`config.mk`:
```
export PLATFORM = sky130hd
export DESIGN_NAME = pixel_fifo
export DESIGN_NICKNAME = d
export VERILOG_FILES = /design/src/common/ppu_pkg.sv /design/src/renderer/pixel_fifo.sv
export SDC_FILE = /design/constraint.sdc
export NUM_CORES = 1
export LEC_CHECK = 0
export BUFFER_PORTS_ARGS = -buffer_cell sky130_fd_sc_hd__buf_2
export CORE_ASPECT_RATIO = 1.75
export CORE_MARGIN = 2
export CORE_UTILIZATION = 55
export DETAILED_ROUTE_END_ITERATION = 12
export GPL_TIMING_DRIVEN = 0
export PLACE_DENSITY = 0.73
export SLEW_MARGIN = 40
export SYNTH_ARGS = -nofsm -noshare
export SYNTH_HDL_FRONTEND = slang
export SYNTH_SLANG_ARGS = --single-unit
```
`constraint.sdc`:
```
create_clock -name clk -period 2.7 [get_ports clk]
set_clock_uncertainty 0.15 [all_clocks]
set_input_delay 0.54 -clock clk [delete_from_list [all_inputs] [get_ports clk]]
set_output_delay 0.54 -clock clk [all_outputs]
set_load 0.01 [all_outputs]
```
`src/common/ppu_pkg.sv`:
```
package ppu_pkg;

  // ============================================================
  // Line and frame timing
  // ============================================================

  // Dots per scanline, every mode included
  localparam int DOTS_PER_LINE = 456;
  // OAM scan length
  localparam int MODE2_LEN = 80;
  // Visible lines plus ten vblank lines
  localparam int LINES_PER_FRAME = 154;
  localparam int SCREEN_HEIGHT = 144;
  localparam int SCREEN_WIDTH = 160;

  // ============================================================
  // CPU address map
  // ============================================================

  // VRAM window
  localparam logic [15:0] VRAM_START = 16'h8000;
  localparam logic [15:0] VRAM_END = 16'h9FFF;
  localparam int VRAM_LEN = 8192;

  // LCD registers, 0xFF46 left unmapped
  localparam logic [15:0] REG_LCDC = 16'hFF40;
  localparam logic [15:0] REG_STAT = 16'hFF41;
  localparam logic [15:0] REG_SCY = 16'hFF42;
  localparam logic [15:0] REG_SCX = 16'hFF43;
  localparam logic [15:0] REG_LY = 16'hFF44;
  localparam logic [15:0] REG_LYC = 16'hFF45;
  localparam logic [15:0] REG_BGP = 16'hFF47;
  localparam logic [15:0] REG_WY = 16'hFF4A;
  localparam logic [15:0] REG_WX = 16'hFF4B;

  // ============================================================
  // Mode codes, as read in STAT[1:0]
  // ============================================================
  localparam logic [1:0] MODE_HBLANK = 2'd0;
  localparam logic [1:0] MODE_VBLANK = 2'd1;
  localparam logic [1:0] MODE_OAM = 2'd2;
  localparam logic [1:0] MODE_XFER = 2'd3;

  // Fetcher steps
  localparam logic [1:0] FETCH_MAP = 2'd0;
  localparam logic [1:0] FETCH_LOW = 2'd1;
  localparam logic [1:0] FETCH_HIGH = 2'd2;
  localparam logic [1:0] FETCH_PUSH = 2'd3;

  // Pixel FIFO, two tiles deep
  localparam int FIFO_DEPTH = 16;
  localparam int FIFO_PTR_W = $clog2(FIFO_DEPTH);

endpackage

```
`src/renderer/pixel_fifo.sv`:
```
`timescale 1ns/1ns

module pixel_fifo
  import ppu_pkg::*;
(
  input  logic        clk,
  input  logic        reset,
  input  logic        flush,
  input  logic        push,
  input  logic [15:0] push_data,
  input  logic        pop,
  output logic [1:0]  pop_data,
  output logic        empty,
  output logic [4:0]  count
);

  logic [1:0]            mem [FIFO_DEPTH];
  logic [FIFO_PTR_W-1:0] wr_ptr;
  logic [FIFO_PTR_W-1:0] rd_ptr;

  // Whole tile lands in one cycle
  always_ff @(posedge clk) begin
    if (push) begin
      for (int i = 0; i < 8; i++) begin
        mem[wr_ptr + FIFO_PTR_W'(i)] <= push_data[2*i +: 2];
      end
    end
  end

  // Pointers wrap on their own width
  always_ff @(posedge clk or posedge reset) begin
    if (reset) begin
      wr_ptr <= '0;
      rd_ptr <= '0;
      count  <= 5'd0;
    end else if (flush) begin
      wr_ptr <= '0;
      rd_ptr <= '0;
      count  <= 5'd0;
    end else begin
      if (push) begin
        wr_ptr <= wr_ptr + FIFO_PTR_W'(8);
      end
      if (pop) begin
        rd_ptr <= rd_ptr + FIFO_PTR_W'(1);
      end
      count <= count + (push ? 5'd8 : 5'd0) - (pop ? 5'd1 : 5'd0);
    end
  end

  assign pop_data = mem[rd_ptr];
  assign empty = (count == 5'd0);

endmodule

```
# After elaboration in Yosys (flattened, before gate mapping)
# Memories as Yosys holds them, arrays and structs flattened.
# Cells that the tools add are included.
# word_totals
ff_bits	13
ramBits	32
wordCells	27
in_bits	21
out_inout_bits	8
n_memories	1
# op_classes
muxes	9
n_reduce_logical	3
add_sub_neg	11
# memory_table
memory	depth	word_bits	rd	rd_clocked_by_memory_dff	wr	line_no	source
mem	16	2	1	0	8	pixel_fifo.sv:17	logic [1:0] mem [FIFO_DEPTH];
# op_table
op	n
4-bit two-way mux	5
4-bit by 3-bit adder with 4-bit output, second input constant	4
4-bit by 1-bit adder with 4-bit output, second input constant	2
4-bit by 2-bit adder with 4-bit output, second input constant	2
5-bit by 4-bit adder with 5-bit output	1
5-bit zero test	1
5-bit two-way mux	1
5-bit by 1-bit subtractor with 5-bit output	1
4-bit adder, second input constant	1
2-bit nonzero test	2
1-bit two-way mux	3

# Depth between registers and ports, before layout
# depth
word_depth	4
mapped_depth	8
mapped_depth_nobuf	8

# Worst setup path after synthesis
# OpenSTA, ideal clock, no wires.
# synth_path
kind	register to output
start	register rd_ptr[0]
end	output pop_data[0]
n_path_buf	1
path_stages_with_launch	6
arrival_time_ns	1.394
required_ns	2.010
slack_ns	0.616
cell_sequence	dfrtp_1 buf_6 mux4_2 nor2b_1 a211oi_1 a21oi_1
# synth_between
elab_chain_cells	1
# synth_lines
element	line_no	source
start: declaration	pixel_fifo.sv:19	logic [FIFO_PTR_W-1:0] rd_ptr;
start signal: assignment	pixel_fifo.sv:45	rd_ptr <= rd_ptr + FIFO_PTR_W'(1);
memory 16 x 2 bit	-	
end: declaration	pixel_fifo.sv:12	output logic [1:0] pop_data,
# No other way between the ends.

# Worst setup path in the final report
# layout_path
start	register rd_ptr[0]
end	output pop_data[1]
# The elaborated chain is that of the path after synthesis.

==> results.toml <==
[status]
outcome = "finished, final reports clean"

[layout]
diodes = 0
drive_gt1_share_pct = 22.8
nNetsFinal = 220
n_fill_cell = 292
multi_input_area_sq_um = 788
final-seq-area_sq_um = 1210
areaGrowthSynthToFinish_pct = 14.8
final_cells = 239

[drt]
ant_nets = 0
viasPerCell = 5.58
vias = 1334
drtPass1Iterations = 4
wire_per_inst_microns = 17.4
routed_wl_microns = 4160
drc = 0
first_iter_violations = 58

[synthesis]
ys_async_sr_fraction_pct = 23.8
synthFlopType = "edfxtp_1"
synth_common_cells = "32 x edfxtp_1, 29 x a21o_1, 14 x nor2_1"
synth-edff-count = 32
yosysMostFrequentCell = "edfxtp_1"
ys_ff_latch = 42
ys_types = 24
ys_seq_area_share_pct = 57.5
syn_area_sq_um = 2110
synth.area.top_cells = "edfxtp_1 46%, dfrtp_1 12%, a21o_1 10%"
yosysWarningCount = 0
syn_nets = 184
synth_cells = 156
synth_largest_area_cell = "edfxtp_1"
syn_area_per_cell_sq_um = 13.5
synth_top_area_share_pct = 45.6

[clock_network]
h-tree-depth = 2
path_clk_slew_ns = 0.07
cts-root-buf = "clkbuf_8"
clock_latency_ns = 0.29
cts_tree = "done"
clock_path_buffers = 2
cts_made_buffers = 5
cts_num_sinks = 42
cts_hold_buf = 0

[sta]
slew_headroom_pct = 69.7
slew_viol_final = 0
holdWs_ns = 0.0695
finalCriticalPeriod_ns = 2.61
finalWorstSetupSlack_ns = 0.0909
worst_pin_slew_ns = 0.455
finalSetupTns_ns = 0
hold_viol = 0
finalCritPeriodShare_pct = 96.6
grt_setup_unrepaired = "false"
fmax_mhz = 383
setup_viol = 0

[die]
die_h_microns = 85.9
initial_utilization_pct = 57.5
coreArea_sq_um = 3660
die_area_sq_um = 4360
io_pins = 29
fp.dieW_microns = 50.8
core.rowCount = 29

[global_routing]
track_usage_pct = 21.9
grt_util_met3_pct = 4.70
grt_pass1_wl_microns = 6740
grt_max_degree = 18
overflow = 0
grt_use_met1_pct = 22.5
grt_busiest_layer = "met2"
met2_usage_pct = 41.5
grt_pass1_vias = 1397
grt_antenna_before_repair = 0

[run]
cap_violations = 0

[placement]
placed_cells = 229
io_buffers = 27
dp_hpwl_microns = 3120
gp_congestion = 0.795
place_ws_ns = 0.207

[setup_path]
r2r-start = "wr_ptr[3]"
ff2ff_path_depth = 5
crit_fanout = 5
arrival_ns = 1.92
crit_path_start_kind = "flip-flop"
criticalPathCategory = "flip-flop to output port"
end_kind = "output port"
rrSetupSlack_ns = 0.82
crit_required_ns = 2.01
rr_endpoint = "mem[5][0]"

[power]
p_leak_nw = 1.12
vdd_drop_max_uv = 488
power_density_nw_per_um2 = 643

[worst_hold_path]
holdCritPathClass = "primary input to asynchronous set/reset pin"
## critical path, cell delays in order, from the launching register on
cell	delay (ns)
dfrtp_2	0.42
buf_8	0.14
mux4_1	0.60
a211oi_1	0.26
a21oi_1	0.07
buf_2	0.15
## worst max path at each step
| stage | cells past startpoint | from | slack (ns) | to |
|---|---|---|---|---|
| after floorplan | 5 | rd_ptr[0] | 0.62 | pop_data[0] |
| after global placement | 6 | rd_ptr[1] | 0.31 | pop_data[1] |
| after detailed placement | 6 | rd_ptr[1] | 0.21 | pop_data[1] |
| after CTS | 6 | rd_ptr[0] | 0.04 | pop_data[1] |
| after global routing | 5 | rd_ptr[0] | 0.003 | pop_data[1] |
| final | 5 | rd_ptr[0] | 0.09 | pop_data[1] |
## power by group
| part | switching, mW | total (mW) | internal, mW |
|---|---|---|---|
| sequential | 0.0340 | 0.802 | 0.768 |
| combinational | 0.189 | 0.372 | 0.183 |
| clock | 0.206 | 0.384 | 0.178 |
## through the flow
stage / area [sq um] / utilization (%) / power, mW
2_1_floorplan: 2110 / - / 1.06
4_1_cts: 2380 / 65.0 / 1.56
6_report: 2420 / 66.0 / 1.56
3_3_place_gp: 2300 / 62.8 / 1.15
3_5_place_dp: 2300 / 62.8 / 1.18
5_1_grt: 2420 / 66.0 / 1.65
## layer usage
layer	vias up	routed length, microns
li1	628	-
met4	0	106
met3	11	111
met2	30	2520
met5	-	0
met1	665	1430
## cell families after synthesis
group,synth area share (%)
compound gates,11.8
xor+xnor,2.91
fa+ha+maj,4.51
buf+inv,5.11
flops,57.5
mux,11.0
simple gates,7.19
## what timing repair did
action	in CTS	in global routing
pin swaps	0	1
setup buffers	0	1
resized for setup	1	2
endpoints found under the setup margin	2	1
cloned	0	1
## state kept, by name (all words and copies together) (netlist names)
signal / count
count: 5
mem: 32
rd_ptr: 4
wr_ptr: 1
## placed cells by master, fill, tap and decap left out, drive strengths merged, types with 4 or more instances in the layout
cell     n
xnor2    4
nor2    15
buf     32
inv      9
clkbuf  19
dfrtp   10
a21o    29
edfxtp  32
mux4     8
ha       6
nor2b    7
and2     5
## area by class of cell
cell class | count | share of cell area (%)
Clock buffer | 6 | 3.00
Multi-Input combinational cell | 89 | 32.6
Tap cell | 46 | 2.38
Clock inverter | 2 | 0.362
Inverter | 9 | 1.40
Sequential cell | 42 | 50.1
Timing Repair Buffer | 29 | 6.93
Buffer | 16 | 3.26
Power figures use the tool's default switching activity.
