`config.mk`:
```
export PLATFORM = sky130hd
export DESIGN_NAME = bg_fetcher
export DESIGN_NICKNAME = d
export VERILOG_FILES = /design/src/common/ppu_pkg.sv /design/src/renderer/bg_fetcher.sv
export SDC_FILE = /design/constraint.sdc
export NUM_CORES = 1
export LEC_CHECK = 0
export ABC_CLOCK_PERIOD_IN_PS = 3900
export BUFFER_PORTS_ARGS = -buffer_cell sky130_fd_sc_hd__clkbuf_2
export CORE_MARGIN = 4
export CORE_UTILIZATION = 52
export CTS_BUF_LIST = sky130_fd_sc_hd__clkbuf_8
export DETAILED_ROUTE_END_ITERATION = 8
export HOLD_SLACK_MARGIN = 0.15
export PLACE_DENSITY = 0.95
export SYNTH_ARGS = -nofsm -noshare
export SYNTH_HDL_FRONTEND = slang
export SYNTH_SLANG_ARGS = --single-unit
```
`constraint.sdc`:
```
create_clock -name clk -period 3.9 [get_ports clk]
set_input_delay 0.39 -clock clk [delete_from_list [all_inputs] [get_ports clk]]
set_output_delay 0.39 -clock clk [all_outputs]
set_load 0.05 [all_outputs]
```
`src/common/ppu_pkg.sv`:
```
package ppu_pkg;

  // ============================================================
  // Line and frame timing
  // ============================================================

  // Dots per scanline, every mode included
  localparam int DOTS_PER_LINE = 456;
  // OAM scan length
  localparam int MODE2_LEN = 80;
  // Visible lines plus ten vblank lines
  localparam int LINES_PER_FRAME = 154;
  localparam int SCREEN_HEIGHT = 144;
  localparam int SCREEN_WIDTH = 160;

  // ============================================================
  // CPU address map
  // ============================================================

  // VRAM window
  localparam logic [15:0] VRAM_START = 16'h8000;
  localparam logic [15:0] VRAM_END = 16'h9FFF;
  localparam int VRAM_LEN = 8192;

  // LCD registers, 0xFF46 left unmapped
  localparam logic [15:0] REG_LCDC = 16'hFF40;
  localparam logic [15:0] REG_STAT = 16'hFF41;
  localparam logic [15:0] REG_SCY = 16'hFF42;
  localparam logic [15:0] REG_SCX = 16'hFF43;
  localparam logic [15:0] REG_LY = 16'hFF44;
  localparam logic [15:0] REG_LYC = 16'hFF45;
  localparam logic [15:0] REG_BGP = 16'hFF47;
  localparam logic [15:0] REG_WY = 16'hFF4A;
  localparam logic [15:0] REG_WX = 16'hFF4B;

  // ============================================================
  // Mode codes, as read in STAT[1:0]
  // ============================================================
  localparam logic [1:0] MODE_HBLANK = 2'd0;
  localparam logic [1:0] MODE_VBLANK = 2'd1;
  localparam logic [1:0] MODE_OAM = 2'd2;
  localparam logic [1:0] MODE_XFER = 2'd3;

  // Fetcher steps
  localparam logic [1:0] FETCH_MAP = 2'd0;
  localparam logic [1:0] FETCH_LOW = 2'd1;
  localparam logic [1:0] FETCH_HIGH = 2'd2;
  localparam logic [1:0] FETCH_PUSH = 2'd3;

  // Pixel FIFO, two tiles deep
  localparam int FIFO_DEPTH = 16;
  localparam int FIFO_PTR_W = $clog2(FIFO_DEPTH);

endpackage

```
`src/renderer/bg_fetcher.sv`:
```
`timescale 1ns/1ns

module bg_fetcher
  import ppu_pkg::*;
(
  input  logic        clk,
  input  logic        reset,
  input  logic        flush,
  input  logic        xfer,
  input  logic [7:0]  ly,
  input  logic [7:0]  scx,
  input  logic [7:0]  scy,
  input  logic [7:0]  lcdc,
  input  logic [4:0]  count,
  output logic        fetch_read,
  output logic [12:0] fetch_addr,
  input  logic [7:0]  fetch_rdata,
  output logic        push,
  output logic [15:0] push_data
);

  logic [1:0]  state;
  logic [4:0]  tile_x;
  logic [7:0]  tile_num;
  logic [7:0]  data_low;
  logic [7:0]  data_high;
  logic [7:0]  row;
  logic [4:0]  col;
  logic [12:0] map_addr;
  logic [12:0] data_addr;
  logic        active;

  assign active = xfer && !flush;

  // Background coordinates, both wrap naturally
  assign row = ly + scy;
  assign col = scx[7:3] + tile_x;

  // Map at 0x9800 or 0x9C00, 32 tiles per row
  assign map_addr = {2'b11, lcdc[3], row[7:3], col};
  // Unsigned 0x8000 mode, or signed around 0x9000
  // Bit 12 set only for signed indices 0..127
  assign data_addr = {~lcdc[4] & ~tile_num[7], tile_num, row[2:0], state == FETCH_HIGH};

  assign fetch_read = active && (state != FETCH_PUSH);
  assign fetch_addr = (state == FETCH_MAP) ? map_addr : data_addr;

  // Need room for a whole tile
  assign push = active && (state == FETCH_PUSH) && (count <= 5'd8);

  // Leftmost pixel from bit 7, placed in the lowest slot
  always_comb begin
    for (int i = 0; i < 8; i++) begin
      push_data[2*i +: 2] = {data_high[7-i], data_low[7-i]};
    end
  end

  // Step sequencing
  always_ff @(posedge clk or posedge reset) begin
    if (reset) begin
      state  <= FETCH_MAP;
      tile_x <= 5'd0;
    end else if (flush) begin
      state  <= FETCH_MAP;
      tile_x <= 5'd0;
    end else if (xfer) begin
      case (state)
        FETCH_MAP:  state <= FETCH_LOW;
        FETCH_LOW:  state <= FETCH_HIGH;
        FETCH_HIGH: state <= FETCH_PUSH;
        default: begin
          if (push) begin
            state  <= FETCH_MAP;
            tile_x <= tile_x + 5'd1;
          end
        end
      endcase
    end
  end

  // Latch each byte as it is read
  always_ff @(posedge clk) begin
    if (fetch_read) begin
      case (state)
        FETCH_MAP: tile_num <= fetch_rdata;
        FETCH_LOW: data_low <= fetch_rdata;
        default:   data_high <= fetch_rdata;
      endcase
    end
  end

endmodule

```
# ---- Word-level counts from Yosys, hierarchy flattened
# Cells that the tools add are included.
dict set report totals {
  elab_cells 43
  input_bits 49
  out_inout_bits 31
  reg_bits 31
}
dict set report op_classes {
  muxes 9
  addsub 3
  reduce_logical 16
  n_bitwise 4
  n_eq_ne 5
  n_lt_le_gt_ge 1
}
# operator n
set op_table {}
lappend op_table {{$mux 5} 4}
lappend op_table {{$mux 13} 1}
lappend op_table {{$add 8x8->8} 1}
lappend op_table {{$reduce_and 2->1} 4}
lappend op_table {{$mux 2} 3}
lappend op_table {{$pmux 2 s3} 1}
lappend op_table {{$add 5x1->5 const B} 1}
lappend op_table {{$add 5x5->5} 1}
lappend op_table {{$le 5x4->1 const B} 1}
lappend op_table {{$reduce_bool 5->1} 1}
lappend op_table {{$eq 2x2->1 const B} 2}
lappend op_table {{$logic_and 1x1->1} 4}
lappend op_table {{$reduce_bool 2->1} 2}
lappend op_table {{$not 1->1} 3}
lappend op_table {{$reduce_and 3->1} 1}
lappend op_table {{$reduce_or 3->1} 1}
lappend op_table {{$eq 2x1->1 const B} 1}
lappend op_table {{$logic_not 2->1} 1}
lappend op_table {{$ne 2x1->1 const B} 1}
lappend op_table {{$ne 2x2->1 const B} 1}
lappend op_table {{$reduce_or 2->1} 1}
lappend op_table {{$and 1x1->1} 1}
lappend op_table {{$logic_not 1->1} 1}

# ---- Logic depth before layout (Yosys ltp)
dict set report depth {
  word_depth 8
  depth_mapped 8
  depth_no_buf 8
}

# ---- Least setup slack after synthesis
# No wires, ideal clock.
dict set report synth_path {
  path_type {reg2out}
  from {reg state[0]}
  to {out fetch_addr[9]}
  t_required_ns 3.510
  path_buffers 1
  stages_incl_launch_ff 8
  setup_slack_ns 0.906
  arrival_time_ns 2.604
  cell_sequence {dfrtp_1 > inv_1 > ha_1 > clkbuf_1 > clkinv_1 > a211oi_1 > a21oi_1 > a311oi_1}
}
dict set report synth_via {
  elab_chain_len 2
}
# item line
set synth_lines {}
lappend synth_lines {{start: declaration} bg_fetcher.sv:22} ;# logic [1:0] state;
lappend synth_lines {{start signal: assignment} bg_fetcher.sv:61} ;# state <= FETCH_MAP;
lappend synth_lines {{start signal: assignment} bg_fetcher.sv:64} ;# state <= FETCH_MAP;
lappend synth_lines {{start signal: assignment} bg_fetcher.sv:68} ;# FETCH_MAP: state <= FETCH_LOW;
lappend synth_lines {{$logic_not 2->1} bg_fetcher.sv:46} ;# assign fetch_addr = (state == FETCH_MAP) ? map_addr : data_addr;
lappend synth_lines {{$mux 13} bg_fetcher.sv:46}
lappend synth_lines {{end: declaration} bg_fetcher.sv:16} ;# output logic [12:0] fetch_addr,
# No other way between the ends.

# ---- Worst setup path in the final report
dict set report layout_path {
  from {in ly[1]}
  to {out fetch_addr[9]}
}
dict set report layout_via {
  elab_chain_len 2
}
# item line
set layout_lines {}
lappend layout_lines {{start: declaration} bg_fetcher.sv:10} ;# input logic [7:0] ly,
lappend layout_lines {{$add 8x8->8} bg_fetcher.sv:36} ;# assign row = ly + scy;
lappend layout_lines {{$mux 13} bg_fetcher.sv:46}
# No other way between the ends.

==> flow_metrics.env <==
export IMPL_critPathArrivalTime_ns=2.19
export IMPL_diodes=0
export IMPL_pin_count=80
export IMPL_htreeDepth=2
export IMPL_tns_ns=0
export IMPL_cts_buffers=5
export IMPL_syn_inst=152
export IMPL_netlist_area_um2=1770
export IMPL_gp_congestion=0.776
export IMPL_design_area_um2=2300
export IMPL_drcViolationCount=0
export IMPL_dp_final_hpwl_um=3120
export IMPL_cap_violations=0
export IMPL_hold_viol=0
export IMPL_grt_pass1_wl_um=6430
export IMPL_die_x_um=66.4
export IMPL_slew_limit_headroom_pct=33.4
export IMPL_clk_path_buf_depth=2
export IMPL_cp_slowest_cell="a211oi_1"
export IMPL_finClkSkew_ns=0.00620
export IMPL_outcome="complete, no violations"
export IMPL_io_buffer_count=70
export IMPL_worst_setup_path_end_kind="output pin"
export IMPL_vias=1421
export IMPL_cp_start_kind="primary input"
export IMPL_grt_overflow_total=0
export IMPL_p_total_mw=0.980
export IMPL_cts_hold_buf=1
export IMPL_criticalPathCategory="primary input to output pin"
export IMPL_place_ws_ns=1.30
export IMPL_num_rows=20
export IMPL_worst_pin_slew_ns=0.991
export IMPL_core_area_um2=3150
export IMPL_die_h_um=66.4
export IMPL_final_setup_viol_count=0
export IMPL_layout_cells_non_filler=274
export IMPL_async_reset_ff_share_pct=22.6
export IMPL_drive_above_1_share_pct=37.8
export IMPL_utilization_pct=73.1
export IMPL_clock_root_buffer="clkbuf_8"
export IMPL_cts_resized=0
export IMPL_placed_area_um2=2190
export IMPL_die_area_um2=4400
export IMPL_drt_initial_drc_count=52
export IMPL_start_util_pct=56.2
export IMPL_ys_warn_count=0
export IMPL_syn_avg_cell_area_um2=11.6
export IMPL_drt_total_wl_um=3830
export IMPL_syn_nets=220
export IMPL_worst_slack_ns=1.32
export IMPL_clk_latency_ns=0.27
export IMPL_ys_types=36
export IMPL_crit_required_ns=3.51
export IMPL_min_path_type="primary input to register"
export IMPL_yosysMostFrequentCell="edfxtp_1"
export IMPL_rsz0062_at_grt="no"
export IMPL_p_leak_nw=1.09
export IMPL_nets=297
export IMPL_ys_ff_latch=31
export IMPL_grt_start_max_net_pins=18
export IMPL_cts_num_sinks=31
export IMPL_viasPerCell=5.19
export IMPL_max_stage_delay_ns=0.36
export IMPL_synth_area_leaders="edfxtp_1, ha_1, dfrtp_1"
export IMPL_fin_hold_ws_ns=0.319
export IMPL_firstDrtPassIters=4
export IMPL_antenna_found_initial=0
export IMPL_ys_flop_type="edfxtp_1"
export IMPL_drt_wirelength_per_cell_um=14.0
export IMPL_synth_top_area_share_pct=40.7
export IMPL_cts_tree="built"
export IMPL_peakVddDrop_mv=0.371
export IMPL_slew_viol_final=0
export IMPL_dp_cells=265
export IMPL_postRouteAntennaNets=0
export IMPL_area_delta_synth_final_pct=30.1
export IMPL_cts_clk_slew_worst_paths_ns=0.06
export IMPL_min_period_over_period_pct=66.2
export IMPL_synth_commonest_cells="edfxtp_1, ha_1, nor2_1"
export IMPL_track_usage_pct=19.4
export IMPL_synth_top_cell_by_area="edfxtp_1"
export IMPL_cp_cell_sequence="clkbuf_2, ha_1, a211oi_1, nor2_1, a31oi_1, nor3b_1, a311oi_1, clkbuf_2"
export IMPL_crit_top_cell="clkbuf_2"
export IMPL_timing_fmax_mhz=387
export IMPL_ys_seq_area_share_pct=50.6
export IMPL_grt_pass1_vias=1473
export IMPL_crit_path_max_fanout=2
export IMPL_post_cts_buffers=0
export IMPL_power_density_nw_per_um2=426
export IMPL_min_period_ns=2.58
export IMPL_synth_edf_count=24
path summary, 6_finish.rpt:
kind	slack [ns]	end	start	cells past startpoint
max in group asynchronous	3.11	tile_x[2]$_DFFE_PP0P_	reset	3
worst max register to register	1.72	data_high[1]$_DFFE_PP_	state[0]$_DFFE_PP0P_	4
worst min-delay path	0.32	data_high[5]$_DFFE_PP_	fetch_rdata[5]	1
worst max-delay path	1.32	fetch_addr[9]	ly[1]	8
worst min register to register	0.57	tile_x[4]$_DFFE_PP0P_	tile_x[4]$_DFFE_PP0P_	2
min in group asynchronous	0.57	state[0]$_DFFE_PP0P_	reset	3
final cells by class:
type | instances | area, um^2
Sequential cell | 31 | 896
Inverter | 11 | 41.3
Multi-Input combinational cell | 107 | 828
Clock inverter | 3 | 38.8
Tap cell | 44 | 55.1
Clock buffer | 5 | 68.8
Fill cell | 242 | 850
Timing Repair Buffer | 73 | 375
where the power goes:
part | internal [mW] | switching [mW] | total (mW)
Combinational | 0.0892 | 0.216 | 0.306
Clock | 0.187 | 0.110 | 0.296
Sequential | 0.372 | 0.00631 | 0.379
Total | 0.648 | 0.332 | 0.980
critical path: cells and delay by family:
kind / cells / cell delay (ns)
buf+inv: 2 / 0.43
fa+ha+maj: 1 / 0.30
simple gates: 2 / 0.20
compound gates: 3 / 0.87
flip-flops by register name (all words and copies together), names as in the netlist:
| name | cells |
|---|---|
| tile_num | 8 |
| data_low | 8 |
| tile_x | 5 |
| state | 2 |
| data_high | 8 |
layout by cell type (no fill, tap or decap), types with 2 or more instances in the layout:
cell type  instances
a211oi_1           4
a21o_1             5
a21oi_1           11
and2_1             2
buf_4              2
clkbuf_2          70
clkbuf_8           5
clkinv_1           2
dfrtp_1            7
edfxtp_1          24
fa_1               2
ha_1              17
inv_1             10
mux2_2             3
mux2i_1            2
nand2_1            6
nand3_1            4
nor2_1            13
nor3_1             3
o21ai_0            8
o31a_1             2
xnor2_1            5
xor2_1             5
kinds of logic (layout without fill, tap and decap cells):
logic type / count (synthesis) / count (layout) / share of synthesized area [%]
compound gates: 36 / 36 / 12.8
xor+xnor: 10 / 10 / 4.95
fa+ha+maj: 19 / 19 / 14.3
buf+inv: 14 / 92 / 2.97
flops: 31 / 31 / 50.6
mux: 5 / 5 / 3.04
simple gates: 37 / 37 / 11.4
per-layer routing:
metal | part of all wire (%) | global-route usage (%) | routed length (um) | vias up
li1 | - | - | - | 707
met1 | 42 | 22.9 | 1600 | 651
met2 | 47 | 31.8 | 1790 | 57
met3 | 10 | 7.31 | 383 | 6
met4 | 1.6 | 7.61 | 60 | 0
met5 | 0 | 0 | 0 | -
(Power assumes the default switching activity.)
