File: src/common/ppu_pkg.sv
package ppu_pkg;

  // ============================================================
  // Line and frame timing
  // ============================================================

  // Dots per scanline, every mode included
  localparam int DOTS_PER_LINE = 456;
  // OAM scan length
  localparam int MODE2_LEN = 80;
  // Visible lines plus ten vblank lines
  localparam int LINES_PER_FRAME = 154;
  localparam int SCREEN_HEIGHT = 144;
  localparam int SCREEN_WIDTH = 160;

  // ============================================================
  // CPU address map
  // ============================================================

  // VRAM window
  localparam logic [15:0] VRAM_START = 16'h8000;
  localparam logic [15:0] VRAM_END = 16'h9FFF;
  localparam int VRAM_LEN = 8192;

  // LCD registers, 0xFF46 left unmapped
  localparam logic [15:0] REG_LCDC = 16'hFF40;
  localparam logic [15:0] REG_STAT = 16'hFF41;
  localparam logic [15:0] REG_SCY = 16'hFF42;
  localparam logic [15:0] REG_SCX = 16'hFF43;
  localparam logic [15:0] REG_LY = 16'hFF44;
  localparam logic [15:0] REG_LYC = 16'hFF45;
  localparam logic [15:0] REG_BGP = 16'hFF47;
  localparam logic [15:0] REG_WY = 16'hFF4A;
  localparam logic [15:0] REG_WX = 16'hFF4B;

  // ============================================================
  // Mode codes, as read in STAT[1:0]
  // ============================================================
  localparam logic [1:0] MODE_HBLANK = 2'd0;
  localparam logic [1:0] MODE_VBLANK = 2'd1;
  localparam logic [1:0] MODE_OAM = 2'd2;
  localparam logic [1:0] MODE_XFER = 2'd3;

  // Fetcher steps
  localparam logic [1:0] FETCH_MAP = 2'd0;
  localparam logic [1:0] FETCH_LOW = 2'd1;
  localparam logic [1:0] FETCH_HIGH = 2'd2;
  localparam logic [1:0] FETCH_PUSH = 2'd3;

  // Pixel FIFO, two tiles deep
  localparam int FIFO_DEPTH = 16;
  localparam int FIFO_PTR_W = $clog2(FIFO_DEPTH);

endpackage

File: src/design/ppu_timing.sv
`timescale 1ns/1ns

module ppu_timing
  import ppu_pkg::*;
(
  input  logic       clk,
  input  logic       reset,
  input  logic       lcdc_on,
  input  logic [7:0] lyc,
  input  logic [3:0] stat_en,
  input  logic       line_done,
  output logic [7:0] ly,
  output logic [1:0] mode,
  output logic       coincidence,
  output logic       flush,
  output logic       vblank_req,
  output logic       stat_req
);

  logic [8:0] dot;
  logic [7:0] ly_next;
  logic       line_end;
  logic [7:0] ly_prev;
  logic [1:0] mode_prev;
  logic       lyc_hit;
  logic       mode_hit;

  assign line_end = (dot == 9'(DOTS_PER_LINE - 1));
  // LY wraps after the last vblank line
  assign ly_next = (ly == 8'(LINES_PER_FRAME - 1)) ? 8'd0 : ly + 8'd1;
  assign coincidence = (ly == lyc);

  // ============================================================
  // Dot and line counters
  // ============================================================
  always_ff @(posedge clk or posedge reset) begin
    if (reset) begin
      dot        <= 9'd0;
      ly         <= 8'd0;
      vblank_req <= 1'b0;
    end else begin
      vblank_req <= 1'b0;
      if (!lcdc_on) begin
        // LCD off parks the beam at the top left
        dot <= 9'd0;
        ly  <= 8'd0;
      end else if (line_end) begin
        dot <= 9'd0;
        ly  <= ly_next;
        // Entering first vblank line
        if (ly_next == 8'(SCREEN_HEIGHT)) begin
          vblank_req <= 1'b1;
        end
      end else begin
        dot <= dot + 9'd1;
      end
    end
  end

  // ============================================================
  // Mode sequencing
  // ============================================================
  always_ff @(posedge clk or posedge reset) begin
    if (reset) begin
      mode  <= MODE_OAM;
      flush <= 1'b0;
    end else begin
      flush <= 1'b0;
      if (!lcdc_on) begin
        mode <= MODE_OAM;
      end else if (line_end) begin
        // Next line decides between scan and vblank
        mode <= (ly_next >= 8'(SCREEN_HEIGHT)) ? MODE_VBLANK : MODE_OAM;
      end else begin
        case (mode)
          MODE_OAM: begin
            if (dot == 9'(MODE2_LEN - 1)) begin
              mode  <= MODE_XFER;
              flush <= 1'b1;
            end
          end
          // Transfer length set by the renderer
          MODE_XFER: begin
            if (line_done) begin
              mode <= MODE_HBLANK;
            end
          end
          // Hblank and vblank only leave at end of line
          default: ;
        endcase
      end
    end
  end

  // ============================================================
  // STAT interrupt
  // ============================================================

  // LY just landed on LYC
  assign lyc_hit = stat_en[3] && (ly != ly_prev) && coincidence;

  // Mode entry, one enable per mode
  always_comb begin
    mode_hit = 1'b0;
    if (mode != mode_prev) begin
      case (mode)
        MODE_OAM:    mode_hit = stat_en[2];
        MODE_VBLANK: mode_hit = stat_en[1];
        MODE_HBLANK: mode_hit = stat_en[0];
        default:     mode_hit = 1'b0;
      endcase
    end
  end

  always_ff @(posedge clk or posedge reset) begin
    if (reset) begin
      ly_prev   <= 8'd0;
      mode_prev <= MODE_OAM;
      stat_req  <= 1'b0;
    end else begin
      ly_prev   <= ly;
      mode_prev <= mode;
      stat_req  <= lyc_hit || mode_hit;
    end
  end

endmodule

File: config.mk
export PLATFORM = sky130hd
export DESIGN_NAME = ppu_timing
export DESIGN_NICKNAME = d
export VERILOG_FILES = /design/src/common/ppu_pkg.sv /design/src/design/ppu_timing.sv
export SDC_FILE = /design/constraint.sdc
export NUM_CORES = 1
export LEC_CHECK = 0
export ABC_AREA = 1
export BUFFER_PORTS_ARGS = -buffer_cell sky130_fd_sc_hd__buf_2
export CELL_PAD_IN_SITES_DETAIL_PLACEMENT = 0
export CELL_PAD_IN_SITES_GLOBAL_PLACEMENT = 1
export CORE_UTILIZATION = 35
export CTS_CLUSTER_DIAMETER = 60
export DETAILED_ROUTE_END_ITERATION = 8
export PLACE_DENSITY_LB_ADDON = 0.1
export SLEW_MARGIN = 0
export SYNTH_ARGS = -nofsm -noshare
export SYNTH_HDL_FRONTEND = slang
export SYNTH_SLANG_ARGS = --single-unit
File: constraint.sdc
create_clock -name clk -period 2.98 [get_ports clk]
set_input_delay 0.149 -clock clk [delete_from_list [all_inputs] [get_ports clk]]
set_output_delay 0.149 -clock clk [all_outputs]
set_load 0.01 [all_outputs]
* After elaboration in Yosys (flattened, before gate mapping)
Index checks and enable logic that the tools add are counted.
** Word-level totals
- Logic and storage cells :: 50
- Output and inout bits :: 14
- Flip-flop bits (word level) :: 32
** Cells by class
- Equal/unequal tests :: 14
- Add/sub/neg operators :: 2
- Muxes and demuxes :: 20
- Reduce and logical (&&, ||, !) cells :: 5
- Order comparisons :: 1
** Operator list (count)
- $mux W8 :: 3
- $mux W9 :: 2
- $eq A8 B8 Y1 const B :: 2
- $mux W2 :: 5
- $add A9 B1 Y9 const B :: 1
- $eq A9 B7 Y1 const B :: 1
- $eq A9 B9 Y1 const B :: 1
- $add A8 B1 Y8 const B :: 1
- $eq A8 B8 Y1 :: 1
- $ge A8 B8 Y1 const B :: 1
- $mux W1 :: 8
- $ne A4 B4 Y1 const B :: 2
- $ne A8 B8 Y1 :: 1
- $eq A2 B2 Y1 const B :: 2
- $ne A4 B1 Y1 const B :: 1
- $pmux W2 S2 :: 1
- $pmux W1 S3 :: 1
- $reduce_and A3 Y1 :: 1
- $eq A2 B1 Y1 const B :: 1
- $logic_and A1 B1 Y1 :: 2
- $logic_not A2 Y1 :: 1
- $ne A2 B1 Y1 const B :: 1
- $ne A2 B2 Y1 :: 1
- $logic_or A1 B1 Y1 :: 1

* Longest topological paths before layout
- Depth after elaboration :: 6
- Gate-level depth with buffers :: 11

* Worst setup path before layout
No wires, ideal clock.
- Path kind :: reg-to-reg
- Start :: register ly[0]
- End :: register mode[0]
- Setup time :: 0.116 ns
- Setup slack :: 1.495 ns
- Buffers on the path :: 0
- Arrival time :: 1.368 ns
- Cell stages (with the launch flop) :: 12
- Required time :: 2.864 ns
- Cells stage by stage :: dfrtp_1 ha_1 nand2_1 inv_1 nand2_1 nor2_1 nor2_2 nand3_1 nand2_1 nand2_1 nand2_1 nand2_1
** On the way
- Word-level cells in the longest chain between the ends :: 6
- Elaborated cells between the ends (all ways) :: 7
- Classes of those cells :: add/sub: 1; order compare: 1; eq/ne: 1; mux: 4
** Ends and longest elaborated chain
- start: declaration :: line ppu_timing.sv:12 : output logic [7:0] ly,
- start signal: assignment :: line ppu_timing.sv:49 : ly <= ly_next;
- $add A8 B1 Y8 or $eq A8 B8 Y1 (tied branches) :: line ppu_timing.sv:30 : assign ly_next = (ly == 8'(LINES_PER_FRAME - 1)) ? 8'd0 : ly + 8'd1;
- $mux W8 (*) :: line ppu_timing.sv:30
- $ge A8 B8 Y1 (*) :: line ppu_timing.sv:73 : mode <= (ly_next >= 8'(SCREEN_HEIGHT)) ? MODE_VBLANK : MODE_OAM;
- $mux W2 (*) :: line ppu_timing.sv:73
- $mux W2 (*) :: line ppu_timing.sv:71 : end else if (line_end) begin
- $mux W2 (*) :: line ppu_timing.sv:69 : if (!lcdc_on) begin
- end signal: assignment :: line ppu_timing.sv:73
- end: declaration :: line ppu_timing.sv:13 : output logic [1:0] mode,
Mark *: on every way between the ends. The rest lies on a longest branch, timed or not.
A chain may end at the register's enable or synchronous reset.

* Worst setup path in the final report
Ends and elaborated chain as after synthesis.

==> results.toml <==
[layout]
fillers = 476
multiInputGateArea_sq_um = 772
drive_above_1_share_pct = 22.3
nNetsFinal = 256
diodes = 0
synthToLayoutAreaGrowth_pct = 17.7
seq_area_sq_um = 803

[setup_path]
cp_slowest_cell = "dfrtp_1"
cp_top_family = "simple AND/OR/NAND/NOR gates"
r2r_cells = 11
cp_num_buf_inv = 1
crit_end = "mode[0]"
cp.depth = 11
cp_common_cell = "nand2_1"
worstSetupStartpointType = "flop"
crit_path_max_fanout = 8
rr_startpoint = "ly[0]"
cp.arrival_ns = 1.82
cp-end-kind = "flop"
max_stage_delay_ns = 0.50
worstPathCellList = "ha_1, nand2_1, inv_1, nand2_1, nor2_1, nor2_2, nand3_1, nand2_1, nand2_1, nand2_1, nand2_1"
critical_path_class = "flop to flop"
r2r_end = "mode[0]"
startpoint = "ly[0]"
r2r_slack_ns = 1.34
cp.required_ns = 3.16

[yosys]
ys_seq_elements = 32
synth-warning-count = 0
syn_area_sq_um = 1700
synth_area_leader_cell = "dfrtp_1"
avgSynthCellArea_sq_um = 8.30
syn_inst = 205
mappedNetlistNets = 224
synth_cell_type_count = 26
netlist.area_leader.share_pct = 44.1
synth_area_leaders = "dfrtp_1, nand2_1, xnor2_1"
yosysSeqAreaShare_pct = 47.2

[global_routing]
grt_max_degree = 18
grt_usage_pct = 16.0
grt_pass1_wl_mm = 6.20
first_global_vias = 1348
antenna_found_initial = 0
overflow = 0

[timing]
hold_ws_ns = 0.114
setup_viol = 0
rsz0062_at_grt = "no"
fin_setup_tns_ns = 0
slew_headroom_pct = 56.7
final-hold-violation-count = 0
fin_crit_ns = 1.64
tightest_slew_ns = 0.649
finClkSkew_ns = 0.0116
final.period_utilization_pct = 55.1
max_freq_ghz = 0.609
slew_viol_final = 0

[die]
die_width_um = 71.7
dieArea_sq_um = 5140
start_util_pct = 36.3
ios = 30
rows = 25
coreArea_sq_um = 4690
die_h_um = 71.7

[routing]
wirelength_mm = 3.64
wl_per_cell_um = 12.5
drt_pass1_iterations = 4
vias = 1398
drtAntennaViolNets = 0
drc = 0
vias_per_cell = 4.79
drt-initial-drc-count = 71

[clock_network]
cts_root_buf = "clkbuf_8"
postCtsResizedCells = 0
clock_sinks = 32
cts-buffers-inserted = 5
cts_tree = "built"
clk_pin_slew_ns = 0.07
clkLatencyLatePin_ns = 0.28
post_cts_buffers = 0
cts_max_level = 2
clk_path_buf_depth = 2

[outcome]
status = "finished clean"

[pwr]
p_per_area_nw_per_um2 = 480
cellLeakagePower_nw = 1.03
ir_worst_vdd_mv = 0.186

[job]
max-cap-violations = 0

[placement]
gp_congestion = 0.766
portBuffers = 29
dp_hpwl_mm = 2.70

[min_path]
min_from = "stat_en[3]"
hold_class = "input port to flop"
==> layout make-up <==
class,count,area share [%]
inverter,24,4.50
timing repair buffer,31,8.12
tap,54,3.37
clock buffer,6,3.62
sequential,32,40.1
clock inverter,2,1.75
multi-input combinational,143,38.5
==> worst min-delay path, stage by stage <==
cell	delay, ns
buf_2	0.08
nand3_1	0.08
nand2_1	0.06
==> cells in the final DEF, fill, tap and decap left out <==
cell type / n
a21oi_1: 2
a21oi_2: 1
a31oi_1: 1
and2_1: 1
buf_2: 29
buf_4: 1
bufinv_16: 1
clkbuf_1: 1
clkbuf_8: 5
clkinv_2: 1
dfrtp_1: 30
dfstp_2: 2
dlygate4sd3_1: 1
ha_1: 3
inv_1: 22
inv_2: 2
nand2_1: 42
nand2_2: 3
nand3_1: 10
nand3_2: 2
nand4_1: 4
nor2_1: 26
nor2_2: 5
nor3_1: 10
nor3_2: 1
o21ai_0: 6
o22ai_1: 6
xnor2_1: 12
xor2_1: 8
==> Yosys cell counts <==
cell and number:
xor2_1 8, buf_4 3, nand3_2 2, xnor2_1 12, a21oi_2 1, nand2_2 3
a21oi_1 2, inv_2 2, inv_1 22, a31oi_1 1, clkbuf_1 1, nand4_1 4
o21ai_0 6, clkbuf_2 1, nor2_1 26, and2_1 1, nor3_2 1, dfrtp_1 30
nand2_1 42, nor3_1 10, o22ai_1 6, buf_2 1, ha_1 3, nor2_2 5
nand3_1 10, dfstp_2 2
==> routing by layer <==
layer,vias up,GRT usage [%],part of all wire [%]
met5,-,0,0
met4,0,7.63,1.7
met3,6,3.94,4.0
met2,30,27.0,50
met1,652,19.2,44
li1,710,-,-
==> through the flow <==
step	power, mW	std cells	util, %	setup WS, ns	area (sq um)
2_1_floorplan	0.530	205	-	1.50	1700
3_3_place_gp	0.559	283	40.2	1.34	1890
3_5_place_dp	0.562	283	40.2	1.31	1890
4_1_cts	0.977	292	42.7	1.30	2000
5_1_grt	1.01	292	42.7	1.17	2000
6_report	0.961	292	42.7	1.34	2000
==> kinds of logic after synthesis <==
group / Yosys count / synth area share [%]
flops: 32 / 47.2
compound gates: 16 / 5.44
xor+xnor: 20 / 10.3
simple gates: 104 / 27.4
fa+ha+maj: 3 / 2.21
buf+inv: 30 / 7.43
==> how the worst min path moves through the flow <==
| stage | cells past startpoint | end |
|---|---|---|
| 2_1_floorplan | 1 | dot[0] |
| 3_3_place_gp | 2 | stat_req |
| 3_5_place_dp | 2 | stat_req |
| 4_1_cts | 3 | stat_req |
| 5_1_grt | 3 | stat_req |
| 6_report | 3 | stat_req |
==> registers in the layout (all words and copies together), names as in the netlist <==
register    count
dot             9
mode_prev       2
flush           1
vblank_req      1
stat_req        1
ly              8
mode            2
ly_prev         8
==> where the power goes <==
part           total [mW]  internal (mW)  switching, mW
registers           0.471          0.454         0.0167
logic              0.0819         0.0355         0.0465
clock network       0.409          0.248          0.160
total               0.961          0.737          0.224
==> repair_timing <==
item                                   CTS  global route
hold buffers                             1             0
endpoints found under the hold margin   16             0
setup endpoints to repair                0             0
No activity file was read; power rests on OpenSTA's default activity.
