## src/common/ppu_pkg.sv

```systemverilog
package ppu_pkg;

  // ============================================================
  // Line and frame timing
  // ============================================================

  // Dots per scanline, every mode included
  localparam int DOTS_PER_LINE = 456;
  // OAM scan length
  localparam int MODE2_LEN = 80;
  // Visible lines plus ten vblank lines
  localparam int LINES_PER_FRAME = 154;
  localparam int SCREEN_HEIGHT = 144;
  localparam int SCREEN_WIDTH = 160;

  // ============================================================
  // CPU address map
  // ============================================================

  // VRAM window
  localparam logic [15:0] VRAM_START = 16'h8000;
  localparam logic [15:0] VRAM_END = 16'h9FFF;
  localparam int VRAM_LEN = 8192;

  // LCD registers, 0xFF46 left unmapped
  localparam logic [15:0] REG_LCDC = 16'hFF40;
  localparam logic [15:0] REG_STAT = 16'hFF41;
  localparam logic [15:0] REG_SCY = 16'hFF42;
  localparam logic [15:0] REG_SCX = 16'hFF43;
  localparam logic [15:0] REG_LY = 16'hFF44;
  localparam logic [15:0] REG_LYC = 16'hFF45;
  localparam logic [15:0] REG_BGP = 16'hFF47;
  localparam logic [15:0] REG_WY = 16'hFF4A;
  localparam logic [15:0] REG_WX = 16'hFF4B;

  // ============================================================
  // Mode codes, as read in STAT[1:0]
  // ============================================================
  localparam logic [1:0] MODE_HBLANK = 2'd0;
  localparam logic [1:0] MODE_VBLANK = 2'd1;
  localparam logic [1:0] MODE_OAM = 2'd2;
  localparam logic [1:0] MODE_XFER = 2'd3;

  // Fetcher steps
  localparam logic [1:0] FETCH_MAP = 2'd0;
  localparam logic [1:0] FETCH_LOW = 2'd1;
  localparam logic [1:0] FETCH_HIGH = 2'd2;
  localparam logic [1:0] FETCH_PUSH = 2'd3;

  // Pixel FIFO, two tiles deep
  localparam int FIFO_DEPTH = 16;
  localparam int FIFO_PTR_W = $clog2(FIFO_DEPTH);

endpackage

```

## src/renderer/pixel_output.sv

```systemverilog
`timescale 1ns/1ns

module pixel_output
  import ppu_pkg::*;
(
  input  logic       clk,
  input  logic       reset,
  input  logic       flush,
  input  logic       xfer,
  input  logic [7:0] scx,
  input  logic [7:0] bgp,
  input  logic       bg_enable,
  input  logic       empty,
  input  logic [1:0] pop_data,
  output logic       pop,
  output logic       pixel_valid,
  output logic [1:0] pixel_shade,
  output logic       line_done
);

  logic [2:0] discard_cnt;
  logic [7:0] x_cnt;
  logic       discard;
  logic [1:0] color;

  // Stop drawing once the line is full
  assign pop = xfer && !flush && !empty && (x_cnt < 8'(SCREEN_WIDTH));
  // Fine scroll eats the first SCX mod 8 pixels
  assign discard = (discard_cnt < scx[2:0]);
  // BG off shows color 0 everywhere
  assign color = bg_enable ? pop_data : 2'b00;

  always_ff @(posedge clk or posedge reset) begin
    if (reset) begin
      discard_cnt <= 3'd0;
      x_cnt       <= 8'd0;
      pixel_valid <= 1'b0;
      line_done   <= 1'b0;
    end else begin
      pixel_valid <= 1'b0;
      line_done   <= 1'b0;
      if (flush) begin
        discard_cnt <= 3'd0;
        x_cnt       <= 8'd0;
      end else if (pop) begin
        if (discard) begin
          discard_cnt <= discard_cnt + 3'd1;
        end else begin
          x_cnt       <= x_cnt + 8'd1;
          pixel_valid <= 1'b1;
          // Last pixel of the line
          line_done   <= (x_cnt == 8'(SCREEN_WIDTH - 1));
        end
      end
    end
  end

  // Palette lookup, two BGP bits per color
  always_ff @(posedge clk) begin
    if (pop && !discard) begin
      pixel_shade <= {bgp[{color, 1'b1}], bgp[{color, 1'b0}]};
    end
  end

endmodule

```

## config.mk

```make
export PLATFORM = sky130hd
export DESIGN_NAME = pixel_output
export DESIGN_NICKNAME = d
export VERILOG_FILES = /design/src/common/ppu_pkg.sv /design/src/renderer/pixel_output.sv
export SDC_FILE = /design/constraint.sdc
export NUM_CORES = 1
export LEC_CHECK = 0
export ABC_CLOCK_PERIOD_IN_PS = 4600
export CORE_MARGIN = 5
export CORE_UTILIZATION = 50
export CTS_CLUSTER_DIAMETER = 60
export DETAILED_ROUTE_END_ITERATION = 8
export DONT_BUFFER_PORTS = 1
export PLACE_DENSITY = 0.63
export SLEW_MARGIN = 20
export SYNTH_ARGS = -nofsm -noshare
export SYNTH_HDL_FRONTEND = slang
export SYNTH_SLANG_ARGS = --single-unit
```

## constraint.sdc

```tcl
create_clock -name clk -period 4.6 [get_ports clk]
set_input_delay 1.15 -clock clk [delete_from_list [all_inputs] [get_ports clk]]
set_output_delay 1.15 -clock clk [all_outputs]
set_load 0.02 [all_outputs]
```

# After elaboration in Yosys (flattened, before gate mapping)
# Cells that the tools add are included.
[word_totals]
word_cells = 41
romBits = 0
n_memories = 0
ramBits = 0
input_bits = 24
regBits = 15
latch_bits = 0
output_inout_bits = 5
[classes]
add_sub_neg = 2
n_shift = 0
n_mul = 0
n_bitwise = 0
n_reduce_logical = 11
n_mux = 17
eq_ne = 2
order_cmp = 4
div = 0
[ops]
columns = ["operator", "count"]
rows = [
  ["8-bit two-way mux", 3],
  ["3-bit two-way mux", 3],
  ["8-bit by 1-bit adder with 8-bit output, second input constant", 1],
  ["8-bit equality test, second input constant", 1],
  ["3-bit by 4-bit less-than comparator with 1-bit output, second input constant", 2],
  ["8-bit less-than comparator, second input constant", 1],
  ["1-bit two-way mux", 8],
  ["1-bit binary-select mux with 2-bit select", 2],
  ["1-bit logical AND", 4],
  ["2-bit AND reduction", 2],
  ["2-bit nonzero test", 2],
  ["3-bit by 1-bit adder with 3-bit output, second input constant", 1],
  ["1-bit zero test", 3],
  ["3-bit less-than comparator", 1],
  ["2-bit two-way mux", 1],
  ["2-bit inequality test, second input constant", 1],
]

# Logic depth before layout (Yosys ltp)
# Gate-level depths: netlist (run 1).
[depth]
depth_word = 6
ltp_mapped = 7
mapped_depth_nobuf = 7

# Worst setup path after synthesis (run 1)
# Ideal clock, no wire load.
[synth_path]
kind = "input -> output"
startpoint = "input flush"
endpoint = "output pop"
n_path_buf = 0
t_required_ps = 3450
arrival_time_ps = 1597
slack_ps = 1853
stages = 3
cell_sequence = "nor3b_1 -> nand2_1 -> inv_1"
[synth_via]
elab_chain_len = 4
[synth_lines]
columns = ["element", "line", "rtl"]
rows = [
  ["start: declaration", "pixel_output.sv:8", "input logic flush,"],
  ["1-bit zero test", "pixel_output.sv:27", "assign pop = xfer && !flush && !empty && (x_cnt < 8'(SCREEN_WIDTH));"],
  ["1-bit logical AND (3 in a row)", "pixel_output.sv:27", ""],
  ["end: declaration", "pixel_output.sv:15", "output logic pop,"],
]
# Every way passes these cells.

# Worst setup path in the final report (run 1)
# Ends and elaborated chain as after synthesis.

==> results of run 1 <==
layout by cell type (no fill, tap or decap), types with 2 or more instances in the layout:
master / count
dfrtp_1: 13
nand2_1: 9
inv_1: 8
o21ai_0: 6
a21oi_1: 4
nand3_1: 4
o31ai_1: 4
a22o_1: 4
ha_1: 4
o311ai_0: 3
nand4_1: 3
clkbuf_4: 3
nor2b_1: 2
mux2i_1: 2
or3_1: 2
mux2_2: 2
edfxtp_1: 2
registers in the layout, summed over array words and instances (netlist names):
name,count
x_cnt,8
discard_cnt,3
pixel_shade,2
line_done,1
pixel_valid,1
through the flow:
| step | cells | total power, mW |
|---|---|---|
| floorplan | 83 | 0.154 |
| global placement | 98 | 0.157 |
| detailed placement | 98 | 0.157 |
| CTS | 102 | 0.231 |
| global route | 102 | 0.240 |
| finish | 102 | 0.228 |
cell type report:
type	instances	area (um2)
Fill cell	137	663
Inverter	8	30.0
Tap cell	16	20.0
Multi-Input combinational cell	59	399
Sequential cell	15	385
Clock buffer	4	26.3
cell families after synthesis:
kind of cell / share of synthesized area, %
buf+inv: 4.27
mux: 5.19
fa+ha+maj: 6.11
simple gates: 16.6
compound gates: 20.8
flops: 47.0
per-layer routing:
layer  up-vias  track usage (%)
met5         -                0
met4         0             5.96
met3         4             6.21
met2        28             22.5
met1       304             17.6
li1        323                -
worst max path at each step:
stage                     slack (ps)  cells after the start   to   from
after global routing            1410                      3  pop  flush
after global placement          1570                      3  pop  flush
after floorplan                 1850                      3  pop  flush
after detailed placement        1570                      3  pop  flush
final                           1570                      3  pop  flush
after CTS                       1570                      3  pop  flush
worst max-delay path: stages:
cell     delay, ps
nor3b_1        180
nand2_1        240
inv_1          310
power by group through the flow:
| stage | logic, mW | registers, mW | clock network [mW] |
|---|---|---|---|
| global route | 0.0205 | 0.137 | 0.0823 |
| floorplan | 0.0147 | 0.139 | 0 |
| detailed placement | 0.0179 | 0.139 | 0 |
| finish | 0.0177 | 0.137 | 0.0737 |
| global placement | 0.0173 | 0.139 | 0 |
| CTS | 0.0180 | 0.137 | 0.0763 |
==> results.cfg, run 1 <==
[power]
worst_ir_drop_vdd_v = 0.000171
clkPwrFrac_pct = 32.3
power.density_mw_per_mm2 = 265
p_int_mw = 0.176
combPwrFrac_pct = 7.7
switchingPower_mw = 0.0521
swShare_pct = 22.8
leakagePower_nw = 0.389
p_seq_share_pct = 60.0

[clocking]
path_clk_slew_ps = 80
clkSinkCount = 15
htreeDepth = 1
cts_buffers = 3
clock_latency_ps = 280
cts_setup_buffers = 0
cts_hold_buffers = 0
cts_resized = 0
cts_tree = yes
clk_path_buf_depth = 2
root_buffer = clkbuf_4

[worst_setup_path]
cp_data_required_time_ps = 3450
worst_setup_path_start_kind = input pin
cp-end-kind = output pin
path_class = in -> out
r2r-start = x_cnt[5]
r2r_slack_ps = 2620
cp_max_fo = 11
worstPathArrival_ps = 1880
rr_worst_depth = 5
regToRegEndpoint = x_cnt[7]

[global_routing]
grt_pass1_vias = 688
grt_usage_pct = 14.5
antenna_found_initial = 0
grt_max_degree = 14
grt_pass1_wl_um = 2940
grt_overflow = 0

[detailed_routing]
dr_total_vias = 659
met2_length_um = 766
routed_wire_length_per_instance_um = 16.4
dr_wl_met3_um = 157
drc = 0
dr.first_iter.drc_count = 18
routed_wl_um = 1670
wl_met1_um = 724
highest_layer = met4
avgViaCountPerCell = 6.46
ant_nets = 0
dr.pass1.iters = 4

[logic_synthesis]
synth_top_area_share_pct = 39.7
synth_top_cell_by_area = dfrtp_1
synth_edf_count = 2
synthTopCellsByCount = 13 x dfrtp_1, 9 x nand2_1, 8 x inv_1
yosys_most_used_dff = dfrtp_1
async_flop_share_pct = 86.7
synth_most_common_cell = dfrtp_1
ys_ff_latch = 15
yosys_warnings = 0
synth_cells = 83
syn_area_um2 = 820
synth_area_leaders = dfrtp_1 40%, edfxtp_1 7.3%, ha_1 6.1%
syn_nets = 111
yosys.cell_types.count = 27
synth_seq_area_share_pct = 47.0
avgSynthCellArea_um2 = 9.87

[timing]
setup_tns_ps = 0
holdWs_ps = 477
slew_headroom_pct = 67.2
timing.final.ws_setup_ps = 1570
worst_slew_pin_slew_ps = 491
period_minus_slack_ps = 3030
rsz0062_at_grt = no
drv_slew = 0
skew_ps = 8.14
fin_crit_sh_pct = 65.9
setup_violations = 0
fmax_ghz = 0.330
report.final.hold_viol_count = 0

[cells_and_area]
nets = 115
antenna_cells = 0
fin_util_pct = 56.5
syn2layout_area_growth_pct = 5.04
drive_gt1_share_pct = 6.98
fin_area_um2 = 861

[place]
portBuffers = 0
gp_congestion = 0.838
pre_cts_ws_ps = 1570
dp_hpwl_um = 1310
dpl-instance-area_um2 = 835

[floorplan]
fp.dieW_um = 50.5
io_pins = 29
die_area_mm2 = 0.00255
initial_core_util_pct = 53.8
fp.coreArea_mm2 = 0.00152
die_height_um = 50.5
rows = 14

[hold_path]
hp-start = x_cnt[3]
hold_depth = 1
whs_endpoint = x_cnt[3]
hp-class = reg -> reg

[flow_run]
maxCapViolCount = 0

[status]
status = complete, no violations
Note: power is estimated with default switching activity, not from simulation.
==> run 2: changes to the inputs <==
--- a/config.mk
+++ b/config.mk
@@ -5,7 +5,8 @@
 export SDC_FILE = /design/constraint.sdc
 export NUM_CORES = 1
 export LEC_CHECK = 0
-export ABC_CLOCK_PERIOD_IN_PS = 4600
+export ABC_AREA = 1
+export ABC_CLOCK_PERIOD_IN_PS = 3100
 export CORE_MARGIN = 5
 export CORE_UTILIZATION = 50
 export CTS_CLUSTER_DIAMETER = 60
==> constraint.sdc (replaced) <==
create_clock -name clk -period 3.1 [get_ports clk]
set_input_delay 0.775 -clock clk [delete_from_list [all_inputs] [get_ports clk]]
set_output_delay 0.775 -clock clk [all_outputs]
set_load 0.02 [all_outputs]
==> run 2 against run 1 <==
Register-to-register slack got worse by 1000 ps. Utilization rose by 0.36 points. Global-route usage up 0.70 points. First-iteration DRC count grew 28%. Final area is 18% higher. Non-clock buffer count unchanged. Hold slack got worse by 74 ps. Critical path depth is the same. Sequential share of layout area fell by 6.7 points. Power increased by 66%. Die area is 14% higher. Critical path type is now reg -> out. Highest routed layer unchanged.
==> results.cfg, run 2 <==
[clocking]
clkSinkCount = 15
clk_path_buf_depth = 2
htreeDepth = 1
root_buffer = clkbuf_4
path_clk_slew_ps = 90
cts_resized = 0
cts_setup_buffers = 0
cts_tree = yes
clock_latency_ps = 280
cts_hold_buffers = 0
cts_buffers = 3

[timing]
setup_tns_ps = 0
skew_ps = 6.90
worst_slew_pin_slew_ps = 514
report.final.hold_viol_count = 0
rsz0062_at_grt = no
timing.final.ws_setup_ps = 1070
slew_headroom_pct = 65.7
fin_crit_sh_pct = 65.3
drv_slew = 0
holdWs_ps = 402
fmax_ghz = 0.494
setup_violations = 0
period_minus_slack_ps = 2030

[worst_setup_path]
cp-end-kind = output pin
path_class = reg -> out
slowest_delay_ps = 460
r2r_slack_ps = 1610
worstPathArrival_ps = 1250
r2r-start = discard_cnt[2]
cp_max_fo = 7
rr_worst_depth = 9
worst_setup_path_start_kind = flop
cpLargestDelayFamily = simple AND/OR/NAND/NOR gates
path_cells = nor2_1 -> nor2_2 -> nor2_4
critPathBufInv = 0
slowest_stage = dfrtp_1
cp_data_required_time_ps = 2320
regToRegEndpoint = discard_cnt[0]

[detailed_routing]
avgViaCountPerCell = 5.21
dr.first_iter.drc_count = 23
ant_nets = 0
drc = 0
dr_total_vias = 786
routed_wl_um = 1800
routed_wire_length_per_instance_um = 11.9
dr.pass1.iters = 4

[logic_synthesis]
synth_most_common_cell = nand2_1
ys_ff_latch = 15
synth_area_leaders = dfrtp_1 34%, nand2_1 12%, nand3_1 7.8%
synth_cells = 123
syn_nets = 151
yosys_most_used_dff = dfrtp_1
yosys.cell_types.count = 22
synth_edf_count = 2
synthTopCellsByCount = 30 x nand2_1, 15 x nand3_1, 14 x inv_1
avgSynthCellArea_um2 = 7.81
synth_top_cell_by_area = dfrtp_1
syn_area_um2 = 961
async_flop_share_pct = 86.7
synth_seq_area_share_pct = 40.1
synth_top_area_share_pct = 33.9
yosys_warnings = 0

[floorplan]
io_pins = 29
fp.coreArea_mm2 = 0.00178
die_height_um = 53.8
die_area_mm2 = 0.00290
initial_core_util_pct = 53.9
fp.dieW_um = 53.8
rows = 15

[cells_and_area]
largest_reg_flops = 8
fill_cells = 159
antenna_cells = 0
top_register = x_cnt
syn2layout_area_growth_pct = 5.47
nets = 155
biggestRegsByFlops = x_cnt: 8 flops, discard_cnt: 3 flops, pixel_shade: 2 flops
drive_gt1_share_pct = 12.7
mostFrequentLayoutCells = 30 x nand2_1, 15 x nand3_1, 14 x inv_1
instances_no_fill = 151
mostFrequentLayoutCell = nand2_1

[place]
pre_cts_ws_ps = 1110
gp_congestion = 0.750
dp_hpwl_um = 1360
portBuffers = 0
placed_cells = 147

[hold_path]
hp-class = in -> async

[global_routing]
grt_pass1_vias = 721
grt_overflow = 0
antenna_found_initial = 0
grt_pass1_wl_um = 3140
grt_usage_pct = 15.2
grt_max_degree = 18

[status]
status = complete, no violations

[flow_run]
maxCapViolCount = 0

[power]
leakagePower_nw = 0.523
worst_ir_drop_vdd_v = 0.000268
power.density_mw_per_mm2 = 374
fin_total_pwr_mw = 0.379
-- run 2: where the power goes --
group / internal (mW) / switching (mW) / leakage [nW]
combinational: 0.0175 / 0.0393 / 0.310
clock: 0.0499 / 0.0604 / 0.0150
sequential: 0.206 / 0.00586 / 0.198
-- run 2: routing by layer --
metal | vias to the layer above | routed length, um | share of wire (%) | global-route usage, %
met5 | - | 0 | 0 | 0
met4 | 0 | 16 | 0.89 | 3.83
met3 | 2 | 64 | 3.6 | 5.82
met2 | 18 | 942 | 52 | 27.0
met1 | 363 | 773 | 43 | 16.9
li1 | 403 | - | - | -
-- run 2: kinds of logic (layout without fill, tap and decap cells) --
logic type               after synthesis  in the layout  share of synthesized area (%)
XOR/XNOR                               3              3                           2.73
flip-flops                            15             15                           40.1
buffers and inverters                 16             19                           6.64
AO/OA/AOI/OAI                         14             14                           7.94
adder cells (fa/ha/maj)                4              4                           5.21
AND/OR/NAND/NOR                       71             71                           37.4
-- run 2: how the worst max path moves through the flow --
stage | start | to | slack [ps] | depth (start not counted)
after floorplan | flush | pop | 1170 | 3
after CTS | x_cnt[5] | pop | 1060 | 3
after global placement | flush | pop | 1130 | 3
final | x_cnt[5] | pop | 1070 | 3
after detailed placement | flush | pop | 1110 | 3
after global routing | x_cnt[5] | pop | 990 | 3
-- run 2: worst register-to-register path, stage by stage (launching register included) --
cell and delay (ps):
dfrtp_1 410, ha_1 300, nand2_1 50, nand2_1 80
inv_1 50, nand2_1 160, nand2_1 120, nand2_4 100
nand2_1 60, o21ai_1 80
-- run 2: stage by stage --
stage	instance area, um2	util [%]
after floorplan	961	-
after global placement	987	55.4
after detailed placement	987	55.4
after CTS	1010	56.8
after global routing	1010	56.8
final	1010	56.8
-- run 2: cell type report --
type / count / area [um2] / area share, %
flip-flops and latches: 15 / 385 / 38.0
inverters: 15 / 58.8 / 5.80
clock buffers: 4 / 26.3 / 2.59
well taps: 25 / 31.3 / 3.09
multi-input cells: 92 / 512 / 50.5
